<file path="config.mk">
export PLATFORM = sky130hd
export DESIGN_NAME = executeTop
export DESIGN_NICKNAME = d
export VERILOG_FILES = /design/src/hw/execPkg.sv /design/src/hw/featureRegs.sv /design/src/hw/shifter.sv /design/src/hw/clmulUnit.sv /design/src/hw/alu.sv /design/src/hw/executeStage.sv /design/src/hw/executeTop.sv
export SDC_FILE = /design/constraint.sdc
export NUM_CORES = 2
export LEC_CHECK = 0
export ABC_CLOCK_PERIOD_IN_PS = 13100
export BUFFER_PORTS_ARGS = -buffer_cell sky130_fd_sc_hd__buf_4
export CAP_MARGIN = 20
export CORE_MARGIN = 3
export CORE_UTILIZATION = 45
export DETAILED_ROUTE_END_ITERATION = 12
export PLACE_DENSITY = 0.71
export SYNTH_ARGS = -nofsm -noshare
export SYNTH_HDL_FRONTEND = slang
export SYNTH_SLANG_ARGS = --single-unit
</file>
<file path="constraint.sdc">
create_clock -name clk -period 13.1 [get_ports clk]
set_input_delay 3.275 -clock clk [delete_from_list [all_inputs] [get_ports clk]]
set_output_delay 3.275 -clock clk [all_outputs]
set_load 0.1 [all_outputs]
</file>
<file path="src/hw/execPkg.sv">
// Shared types for the integer execute stage
// XLEN is fixed at 32; there is no RV64 or W-type support
// Opcodes arrive already decoded, so no funct3/funct7 fields exist
// Zbs and Zbc ops are only legal when their feature bit is set

package execPkg;

  ////////////////////////////////////////////////////////////////////////////
  // Widths
  ////////////////////////////////////////////////////////////////////////////

  localparam int XLEN    = 32;            // Operand width
  localparam int SHAMT_W = $clog2(XLEN);  // Shift amount bits, 5

  ////////////////////////////////////////////////////////////////////////////
  // Opcodes
  ////////////////////////////////////////////////////////////////////////////

  typedef enum logic [4:0] {
    ADD    = 5'd0,
    SUB    = 5'd1,
    SLL    = 5'd2,
    SRL    = 5'd3,
    SRA    = 5'd4,
    SLT    = 5'd5,
    SLTU   = 5'd6,
    XOR    = 5'd7,
    OR     = 5'd8,
    AND    = 5'd9,
    BSET   = 5'd10,  // Zbs group starts here
    BCLR   = 5'd11,
    BINV   = 5'd12,
    BEXT   = 5'd13,
    CLMUL  = 5'd14,  // Zbc group
    CLMULH = 5'd15,
    CLMULR = 5'd16
  } aluOpE;

  ////////////////////////////////////////////////////////////////////////////
  // Request, response and feature bundles
  ////////////////////////////////////////////////////////////////////////////

  // 73 bits, op in the top bits
  typedef struct packed {
    aluOpE           op;
    logic [XLEN-1:0] a;
    logic [XLEN-1:0] b;
    logic [3:0]      tag;  // Opaque label, returned as is
  } execReqT;

  // 37 bits
  typedef struct packed {
    logic [XLEN-1:0] result;
    logic            illegal;  // Op from a disabled extension
    logic [3:0]      tag;
  } execRespT;

  // Run-time extension enables, misa style
  typedef struct packed {
    logic zbsEn;
    logic zbcEn;
  } featureT;

endpackage

</file>
<file path="src/hw/featureRegs.sv">
// Extension enable register beside the execute stage
// Both Zbs and Zbc come out of reset enabled
// A cfgWe pulse loads cfgData at that clock edge, so the
// next request already sees the new enables

`timescale 1ns/1ps

module featureRegs import execPkg::*; (
  input  logic    clk,
  input  logic    rst,      // Sync, active high
  input  logic    cfgWe,    // One-cycle write strobe
  input  featureT cfgData,  // New enable bits
  output featureT features  // Current enables to the stage
);

  featureT featureQ;

  // Enable register
  always_ff @(posedge clk) begin
    if (rst) begin
      featureQ.zbsEn <= 1'b1;  // All extensions on after reset
      featureQ.zbcEn <= 1'b1;
    end else if (cfgWe) begin
      featureQ <= cfgData;     // Full replace, no per-bit mask
    end
  end

  // Straight from the flops, no bypass of cfgData
  assign features = featureQ;

endmodule

</file>
<file path="src/hw/shifter.sv">
// Barrel shifter for sll, srl and sra
// Only right shifts exist in hardware; left shifts reverse the
// operand before and after the barrel
// arith is only meaningful with right set; the alu never combines
// arith with a left shift

`timescale 1ns/1ps

module shifter import execPkg::*; (
  input  logic [XLEN-1:0]    value,  // Operand to shift
  input  logic [SHAMT_W-1:0] amt,    // Shift amount
  input  logic               right,  // 1 right, 0 left
  input  logic               arith,  // Sign fill
  output logic [XLEN-1:0]    y
);

  logic [XLEN-1:0] revIn;                // Operand after optional reversal
  logic [XLEN-1:0] stageVal [SHAMT_W+1]; // Barrel stages, 0 is the input
  logic            fill;                 // Bit shifted in from the top

  // Reverse for left shifts
  always_comb begin
    for (int i = 0; i < XLEN; i++) begin
      revIn[i] = right ? value[i] : value[XLEN-1-i];
    end
  end

  assign fill        = arith & value[XLEN-1];  // Zero unless arithmetic
  assign stageVal[0] = revIn;

  // One stage per amount bit, distance doubles each time
  for (genvar s = 0; s < SHAMT_W; s++) begin : gStage
    assign stageVal[s+1] = amt[s] ? {{(1 << s){fill}}, stageVal[s][XLEN-1:(1 << s)]}
                                  : stageVal[s];
  end

  // Undo the reversal on the way out
  always_comb begin
    for (int i = 0; i < XLEN; i++) begin
      y[i] = right ? stageVal[SHAMT_W][i] : stageVal[SHAMT_W][XLEN-1-i];
    end
  end

endmodule

</file>
<file path="src/hw/clmulUnit.sv">
// Carry-less multiplier for the Zbc ops
// Purely combinational, one XOR-accumulate row per bit of b
// low is clmul, high is clmulh, rev is clmulr
// The full product is 2*XLEN-1 bits wide; bit 63 is always zero

`timescale 1ns/1ps

module clmulUnit import execPkg::*; (
  input  logic [XLEN-1:0] a,     // Multiplicand
  input  logic [XLEN-1:0] b,     // Multiplier, selects the rows
  output logic [XLEN-1:0] low,   // Product bits 31..0
  output logic [XLEN-1:0] high,  // Product bits 63..32
  output logic [XLEN-1:0] rev    // Product bits 62..31
);

  logic [2*XLEN-2:0] prod;   // 63-bit XOR product
  logic [2*XLEN-2:0] aWide;  // a zero extended to product width

  assign aWide = {{(XLEN-1){1'b0}}, a};

  ////////////////////////////////////////////////////////////////////////////
  // XOR accumulation
  ////////////////////////////////////////////////////////////////////////////

  // Each set bit of b adds a shifted copy of a, no carries
  always_comb begin
    prod = '0;
    for (int i = 0; i < XLEN; i++) begin
      if (b[i]) begin
        prod = prod ^ (aWide << i);
      end
    end
  end

  ////////////////////////////////////////////////////////////////////////////
  // Result windows
  ////////////////////////////////////////////////////////////////////////////

  assign low  = prod[XLEN-1:0];
  assign high = {1'b0, prod[2*XLEN-2:XLEN]};  // Top bit has no source
  // Same as the reversed-operand product, taken one bit lower
  assign rev  = prod[2*XLEN-2:XLEN-1];

endmodule

</file>
<file path="src/hw/alu.sv">
// Integer ALU for RV32I register ops plus Zbs and Zbc
// Combinational, no legality check here; the execute stage
// handles disabled extensions
// Shift amount and bit index both come from b[4:0]
// sum is the raw adder output, also valid for add and sub

`timescale 1ns/1ps

module alu import execPkg::*; (
  input  aluOpE           op,      // Decoded operation
  input  logic [XLEN-1:0] a,       // rs1 operand
  input  logic [XLEN-1:0] b,       // rs2 operand
  output logic [XLEN-1:0] result,  // Selected result
  output logic [XLEN-1:0] sum      // Adder output
);

  logic            subOp;       // Subtract for sub, slt, sltu
  logic            shiftRight;  // srl, sra
  logic            shiftArith;  // sra only
  logic            maskSel;     // Single-bit ops use the decoded mask
  logic            invB;        // Invert second operand
  logic [XLEN-1:0] mask;        // One-hot from b[4:0]
  logic [XLEN-1:0] condB;       // b or mask
  logic [XLEN-1:0] condInvB;    // condB, optionally inverted
  logic            carry;
  logic            lt;
  logic            ltu;
  logic [XLEN-1:0] shiftY;
  logic [XLEN-1:0] clLow;
  logic [XLEN-1:0] clHigh;
  logic [XLEN-1:0] clRev;

  ////////////////////////////////////////////////////////////////////////////
  // Control decode
  ////////////////////////////////////////////////////////////////////////////

  assign subOp      = (op == SUB) | (op == SLT) | (op == SLTU);
  assign shiftRight = (op == SRL) | (op == SRA);
  assign shiftArith = (op == SRA);
  assign maskSel    = op inside {BSET, BCLR, BINV, BEXT};
  assign invB       = subOp | (op == BCLR);  // bclr reuses the inverted path

  // Bit-index decoder
  always_comb begin
    for (int i = 0; i < XLEN; i++) begin
      mask[i] = (b[SHAMT_W-1:0] == i[SHAMT_W-1:0]);
    end
  end

  assign condB    = maskSel ? mask : b;
  assign condInvB = invB ? ~condB : condB;

  ////////////////////////////////////////////////////////////////////////////
  // Adder and compares
  ////////////////////////////////////////////////////////////////////////////

  // Shared adder, carry in completes the two's complement
  assign {carry, sum} = a + condInvB + {{(XLEN-1){1'b0}}, subOp};

  // Signed less-than from the sign bits and the sign of a - b
  assign lt  = (a[XLEN-1] & ~b[XLEN-1]) | (a[XLEN-1] & sum[XLEN-1])
             | (~b[XLEN-1] & sum[XLEN-1]);
  assign ltu = ~carry;  // Borrow out

  // Units
  shifter shifter_i (
    .value (a),
    .amt   (b[SHAMT_W-1:0]),
    .right (shiftRight),
    .arith (shiftArith),
    .y     (shiftY)
  );

  clmulUnit clmulUnit_i (
    .a    (a),
    .b    (b),
    .low  (clLow),
    .high (clHigh),
    .rev  (clRev)
  );

  // Result select
  always_comb begin
    case (op)
      ADD, SUB:      result = sum;
      SLL, SRL, SRA: result = shiftY;
      SLT:           result = {{(XLEN-1){1'b0}}, lt};
      SLTU:          result = {{(XLEN-1){1'b0}}, ltu};
      XOR, BINV:     result = a ^ condB;     // condB is the mask for binv
      OR, BSET:      result = a | condB;
      AND, BCLR:     result = a & condInvB;  // a & ~mask for bclr
      BEXT:          result = {{(XLEN-1){1'b0}}, |(a & condB)};
      CLMUL:         result = clLow;
      CLMULH:        result = clHigh;
      CLMULR:        result = clRev;
      default:       result = '0;            // Unused encodings
    endcase
  end

endmodule

</file>
<file path="src/hw/executeStage.sv">
// Execute stage with a fixed one-cycle latency
// No back-pressure; every accepted request yields one response
// Ops from a disabled extension return zero with illegal set
// resp only updates on a valid request and is zero after reset

`timescale 1ns/1ps

module executeStage import execPkg::*; (
  input  logic     clk,
  input  logic     rst,        // Sync, active high
  input  logic     reqValid,   // Request strobe
  input  execReqT  req,
  input  featureT  features,   // Extension enables
  output logic     respValid,  // One cycle after reqValid
  output execRespT resp
);

  logic [XLEN-1:0] aluResult;
  logic            zbsOp;    // Op belongs to Zbs
  logic            zbcOp;    // Op belongs to Zbc
  logic            illegal;

  ////////////////////////////////////////////////////////////////////////////
  // Legality
  ////////////////////////////////////////////////////////////////////////////

  assign zbsOp = req.op inside {BSET, BCLR, BINV, BEXT};
  assign zbcOp = req.op inside {CLMUL, CLMULH, CLMULR};

  // Base RV32I ops are always legal
  assign illegal = (zbsOp & ~features.zbsEn) | (zbcOp & ~features.zbcEn);

  // Datapath
  alu alu_i (
    .op     (req.op),
    .a      (req.a),
    .b      (req.b),
    .result (aluResult),
    .sum    ()           // Adder tap not needed here
  );

  ////////////////////////////////////////////////////////////////////////////
  // Response register
  ////////////////////////////////////////////////////////////////////////////

  always_ff @(posedge clk) begin
    if (rst) begin
      respValid <= 1'b0;
      resp      <= '0;
    end else begin
      respValid <= reqValid;  // Strobe delayed by one
      if (reqValid) begin
        resp.result  <= illegal ? '0 : aluResult;  // Squash disabled ops
        resp.illegal <= illegal;
        resp.tag     <= req.tag;
      end
    end
  end

endmodule

</file>
<file path="src/hw/executeTop.sv">
// Top level of the execute block
// Feature register writes take effect for the following request
// Responses come one cycle after requests, with no stall input

`timescale 1ns/1ps

module executeTop import execPkg::*; (
  input  logic     clk,
  input  logic     rst,
  input  logic     reqValid,
  input  execReqT  req,
  input  logic     cfgWe,      // Feature write strobe
  input  featureT  cfgData,
  output logic     respValid,
  output execRespT resp
);

  featureT features;  // Enables into the stage

  featureRegs featureRegs_i (
    .clk      (clk),
    .rst      (rst),
    .cfgWe    (cfgWe),
    .cfgData  (cfgData),
    .features (features)
  );

  executeStage executeStage_i (
    .clk       (clk),
    .rst       (rst),
    .reqValid  (reqValid),
    .req       (req),
    .features  (features),
    .respValid (respValid),
    .resp      (resp)
  );

endmodule

</file>
# After elaboration in Yosys (flattened, before gate mapping)
# Index checks and enable logic that the tools add are counted.
[totals]
regBits = 40
input_bits = 79
word_cells = 223
output_inout_bits = 38
[classes]
n_reduce_logical = 10
addsub = 2
n_mux = 105
bitwise_logic = 53
n_eq_ne = 47
[ops]
columns = ["operator", "n"]
rows = [
  ["$mux 63", 30],
  ["$pmux 32 s11", 1],
  ["$mux 32", 9],
  ["$eq 5x5->1 const B", 17],
  ["$eq 5x4->1 const B", 16],
  ["$and 32x32->32", 2],
  ["$mux 1", 64],
  ["$xor 63x34->63", 1],
  ["$xor 63x35->63", 1],
  ["$xor 63x36->63", 1],
  ["$xor 63x37->63", 1],
  ["$xor 63x38->63", 1],
  ["$xor 63x39->63", 1],
  ["$xor 63x40->63", 1],
  ["$xor 63x41->63", 1],
  ["$xor 63x42->63", 1],
  ["$xor 63x43->63", 1],
  ["$xor 63x44->63", 1],
  ["$xor 63x45->63", 1],
  ["$xor 63x46->63", 1],
  ["$xor 63x47->63", 1],
  ["$xor 63x48->63", 1],
  ["$xor 63x49->63", 1],
  ["$xor 63x50->63", 1],
  ["other kinds (32)", 61],
]

# Longest topological paths before layout
[logic_depth]
depth_word = 65
depth_mapped = 22
mapped_depth_nobuf = 19

# Hierarchy
# A second synthesis with hierarchy kept.
[unflattened]
cells_unflattened = 3621
hier_area_um2 = 24255.8
[by_module_without_submodules]
columns = ["module", "cells_per_inst", "area_per_inst_um2", "seq_area_each_um2", "instances"]
rows = [
  ["clmulUnit", 2211, 13580.5, 0.0, 1],
  ["alu", 806, 5479.0, 0.0, 1],
  ["shifter", 459, 3269.4, 0.0, 1],
  ["executeStage", 139, 1856.8, 760.7, 1],
  ["featureRegs", 6, 70.1, 40.0, 1],
]

# Worst setup path after synthesis
# No wires, ideal clock.
[synth_timing]
path_kind = "input port to flip-flop"
start = "input req[6] in the netlist's numbering"
end = "register, netlist name executeStage_i.resp[31]"
setup_ns = 0.086
path_stages = 22
arrival_ns = 7.899
t_required_ns = 13.014
setup_slack_ns = 5.115
path_buffers = 3
path_cell_list = "clkinv_1 buf_1 clkbuf_1 buf_1 nand2_1 nor2_1 a22o_1 inv_1 xnor2_1 inv_1 fa_1 inv_1 fa_1 a211oi_1 nor2_1 o41ai_1 a2111oi_0 or2_2 a221oi_1 xnor2_1 nand2_1 a221oi_2"
[synth_between]
elab_chain_cells = 61
word_cells_on_any_way = 100
cone_classes = "add/sub: 2; eq/ne: 26; mux: 38; bitwise: 33; reduce/logical: 1"
[synth_lines]
columns = ["element", "line", "source"]
rows = [
  ["start: declaration", "executeTop.sv:11", "input execReqT req,"],
  ["$mux 63", "clmulUnit.sv:29", "if (b[i]) begin"],
  ["$xor 63x35->63", "clmulUnit.sv:30", "prod = prod ^ (aWide << i);"],
  ["$mux 63", "clmulUnit.sv:29", ""],
  ["$xor 63x36->63", "clmulUnit.sv:30", ""],
  ["$mux 63", "clmulUnit.sv:29", ""],
  ["$xor 63x37->63", "clmulUnit.sv:30", ""],
  ["$mux 63", "clmulUnit.sv:29", ""],
  ["$xor 63x38->63", "clmulUnit.sv:30", ""],
  ["[45 not listed]", "--", ""],
  ["$xor 63x61->63", "clmulUnit.sv:30", ""],
  ["$mux 63", "clmulUnit.sv:29", ""],
  ["$xor 63x62->63", "clmulUnit.sv:30", ""],
  ["$mux 63", "clmulUnit.sv:29", ""],
  ["$xor 63x63->63", "clmulUnit.sv:30", ""],
  ["$mux 63", "clmulUnit.sv:29", ""],
  ["$pmux 32 s11 (*)", "alu.sv:84", "case (op)"],
  ["$mux 32 (*)", "executeStage.sv:53", "resp.result <= illegal ? '0 : aluResult;"],
]
# Mark *: on every way between the ends. The rest lies on a longest branch, timed or not.
# A chain may end at the register's enable or synchronous reset.

# Worst setup path after layout
[layout_timing]
start = "input req[69] in the netlist's numbering"
end = "register, netlist name executeStage_i.resp[5]"
[layout_between]
elab_chain_cells = 12
word_cells_on_any_way = 87
cone_classes = "add/sub: 2; eq/ne: 16; mux: 42; bitwise: 18; reduce/logical: 9"
[layout_lines]
columns = ["element", "line", "source"]
rows = [
  ["$eq 5x1->1 (tied with other cells)", "alu.sv:37, alu.sv:84", ""],
  ["$or 1x1->1 / $reduce_bool 4->1 (equally long branches)", "alu.sv:37, alu.sv:40, executeStage.sv:27", ""],
  ["$or 1x1->1 / $mux 32 (equally long branches)", "alu.sv:37, alu.sv:50", ""],
  ["$or 1x1->1 / $not 32->32 (equally long branches)", "alu.sv:41, alu.sv:51", ""],
  ["$mux 32", "alu.sv:51", "assign condInvB = invB ? ~condB : condB;"],
  ["$add 32x32->33", "alu.sv:58", "assign {carry, sum} = a + condInvB + {{(XLEN-1){1'b0}}, subOp};"],
  ["$add 33x1->33", "alu.sv:58", ""],
  ["$and 1x1->1", "alu.sv:61", "assign lt = (a[XLEN-1] & ~b[XLEN-1]) | (a[XLEN-1] & sum[XLEN-1])"],
  ["$or 1x1->1", "alu.sv:61", ""],
  ["$or 1x1->1", "alu.sv:62", "| (~b[XLEN-1] & sum[XLEN-1]);"],
  ["$pmux 32 s11", "alu.sv:84", ""],
  ["$mux 32 (*)", "executeStage.sv:53", ""],
]
# Marked as above.

==> qor.yml <==
sta:
  fin_setup_tns_ns: 0
  fin_worst_skew_ns: 0.00210
  period_share_pct: 66.9
  fin_crit_ns: 8.77
  rsz0062_at_grt: "false"
  fmax_mhz: 114
  drv_slew: 0
  report.final.hold_viol_count: 0
  worstMarginPinSlew_ns: 1.37
  relSlewSlack_pct: 8.97
  finalSetupViolCount: 0
synthesis:
  synth_ff_type: "dfxtp_1"
  synth_cell_types: 81
  synth.avg_cell_area_um2: 6.50
  synth.most_common_cell: "nand2_1"
  synth_top_area_share_pct: 29.9
  synth_commonest_cells: "nand2_1 (1149), xnor2_1 (780), clkbuf_1 (212), xor2_1 (211), a21oi_1 (107)"
  synth_fp_nets: 3692
  synth_largest_area_cell: "xnor2_1"
  synthCells: 3515
  synth-edff-count: 0
  async_reset_ff_share_pct: 0
  syn_area_um2: 22800
  synthTopCellsByArea: "xnor2_1 (30%), nand2_1 (19%), xor2_1 (8.1%), ha_1 (5.3%), dfxtp_1 (3.5%)"
  yosysWarnings: 0
  synth_seq_cells: 40
  ys_seq_area_share_pct: 3.51
critical_path:
  critPathMaxFanout: 46
  crit_path_end_kind: "register"
  r2r_slack_ns: 10.92
  r2r_end: "executeStage_i.resp[31]$_SDFFE_PP0P_"
  crit_arrival_ns: 8.91
  required_ns: 13.24
  reg2reg_from: "executeStage_i.resp[31]$_SDFFE_PP0P_"
  rr_worst_depth: 6
  cp-start-kind: "primary input"
  crit_type: "in2reg"
clocking:
  clk_latency_ns: 0.29
  cts_resized: 0
  cts_hold_repair.buffers: 0
  cts-buffers-inserted: 5
  htree_levels: 2
  cts_setup_buffers: 0
  clockBufferDepth: 2
  path_clk_slew_ns: 0.06
  tritoncts: "yes"
  root_buffer: "clkbuf_16"
  cts_sinks: 40
detailed_routing:
  wl_met3_um: 14300
  wl_um: 113000
  first_pass_iters: 8
  drc: 0
  highest_layer: "met5"
  wl_per_cell_um: 28.0
  met2_length_um: 47000
  wl_met1_um: 42500
  via_count: 25569
  vias_per_cell: 6.35
  drt-initial-drc-count: 3995
  postRouteAntennaNets: 0
floorplan:
  start_util_pct: 46.1
  die_w_um: 231
  placementRows: 81
  die-height_um: 231
  io_pins: 117
  die_area_um2: 53500
  core_area_um2: 49600
worst_hold_path:
  hold_path_end: "executeStage_i.resp[10]$_SDFFE_PP0P_"
  hold_path_startpoint: "executeStage_i.resp[10]$_SDFFE_PP0P_"
  min_path_cells: 2
  hold_path.class: "reg2reg"
global_routing:
  grt_max_degree: 65
  grt.total_usage_pct: 40.4
  grt_pass1_vias: 22890
  antenna_found_initial: 8
  grt_pass1_wl_um: 163000
  grt_overflow: 0
placed_design:
  dp_hpwl_um: 74100
  portBuffers: 116
  placed_cells: 4012
  place_congestion: 1.04
  placed_area_um2: 23600
final_layout:
  layoutNonFillerInstCount: 4027
  multi_input_area_um2: 20500
  regArea_um2: 801
  nets: 3532
  drive_gt1_share_pct: 6.70
  post-route-cell-area_um2: 23800
  syn2layout_area_growth_pct: 4.21
  post-route-util_pct: 48.0
  n_fill_cell: 5156
outcome:
  status: "finished, final reports clean"
power_and_ir_drop:
  power_mw: 2.14
  ir_worst_vdd_uv: 59.3
  power_leakage_nw: 9.30
  powerDensity_nw_per_um2: 89.9
flow_run:
  max-cap-violations: 0
[state kept, by name (all words and copies together), names as in the netlist]
| name | count |
|---|---|
| executeStage_i.resp | 37 |
| featureRegs_i.features | 2 |
| executeStage_i.respValid | 1 |
[logic make-up after synthesis]
logic type,after synthesis,synth area share [%]
xor+xnor,1005,39.4
mux,111,6.33
simple gates,1379,24.0
buf+inv,411,6.95
flops,40,3.51
compound gates,471,14.4
fa+ha+maj,98,5.43
[worst max-delay path: stages]
cell and delay [ns]:
buf_4 0.41, nor2b_1 0.36, a21oi_1 0.15, o22a_1 0.25
nor2_4 0.08, buf_4 0.52, xnor2_1 0.23, inv_1 0.09
fa_1 0.44, inv_1 0.09, fa_1 0.24, a211oi_1 0.12
nor2_1 0.23, o41ai_1 0.11, buf_4 0.17, a2111oi_0 0.86
o31ai_1 0.28, o221ai_1 0.24, a21oi_1 0.10, o41ai_1 0.44
o311ai_1 0.16
[power breakdown]
| group | switching (mW) | internal, mW | leakage, nW | total, mW |
|---|---|---|---|---|
| sequential | 0.00468 | 0.127 | 0.325 | 0.132 |
| clock | 0.0512 | 0.0897 | 0.0809 | 0.141 |
| combinational | 1.19 | 0.675 | 8.89 | 1.87 |
| total | 1.25 | 0.892 | 9.30 | 2.14 |
[layout make-up]
cell class                 count  area share (%)
sequential                    40            3.36
multi-input combinational   3064            86.0
timing repair buffer         158            4.98
clock inverter                 2           0.147
antenna                        7          0.0736
clock buffer                   6           0.541
inverter                      86            1.36
tap                          664            3.49
[placed cells by master, fill, tap and decap left out, types with 21 or more instances in the layout]
cell type	n
a221oi_1	33
a21oi_1	107
nand3_1	21
inv_1	81
dfxtp_1	40
o22ai_1	65
nor3_1	46
a222oi_1	29
mux2i_1	72
buf_4	158
nor2_1	83
ha_1	96
nand2_1	1149
xor2_1	211
xnor2_1	780
o21ai_0	61
mux4_2	25
[per-stage QoR]
stage	worst slack (ns)	hold WS, ns
6_report	4.33	0.454
5_1_grt	3.86	0.459
4_1_cts	4.55	0.456
3_5_place_dp	4.28	0.448
3_3_place_gp	4.44	0.441
2_1_floorplan	5.11	0.531
[routing by layer]
layer  up-vias  global-route usage, %
li1      11138                      -
met4         4                   24.1
met1     11945                   53.8
met2      2031                   61.1
met5         -                      0
met3       451                   6.56
[worst max path at each step]
| stage | depth (start not counted) | end | from | slack, ns |
|---|---|---|---|---|
| 2_1_floorplan | 22 | executeStage_i.resp[31]$_SDFFE_PP0P_ | req[6] | 5.11 |
| 3_3_place_gp | 21 | executeStage_i.resp[5]$_SDFFE_PP0P_ | req[69] | 4.44 |
| 3_5_place_dp | 21 | executeStage_i.resp[5]$_SDFFE_PP0P_ | req[69] | 4.28 |
| 4_1_cts | 21 | executeStage_i.resp[5]$_SDFFE_PP0P_ | req[69] | 4.55 |
| 5_1_grt | 21 | executeStage_i.resp[5]$_SDFFE_PP0P_ | req[69] | 3.86 |
| 6_report | 21 | executeStage_i.resp[5]$_SDFFE_PP0P_ | req[69] | 4.33 |
Power figures use the tool's default switching activity.
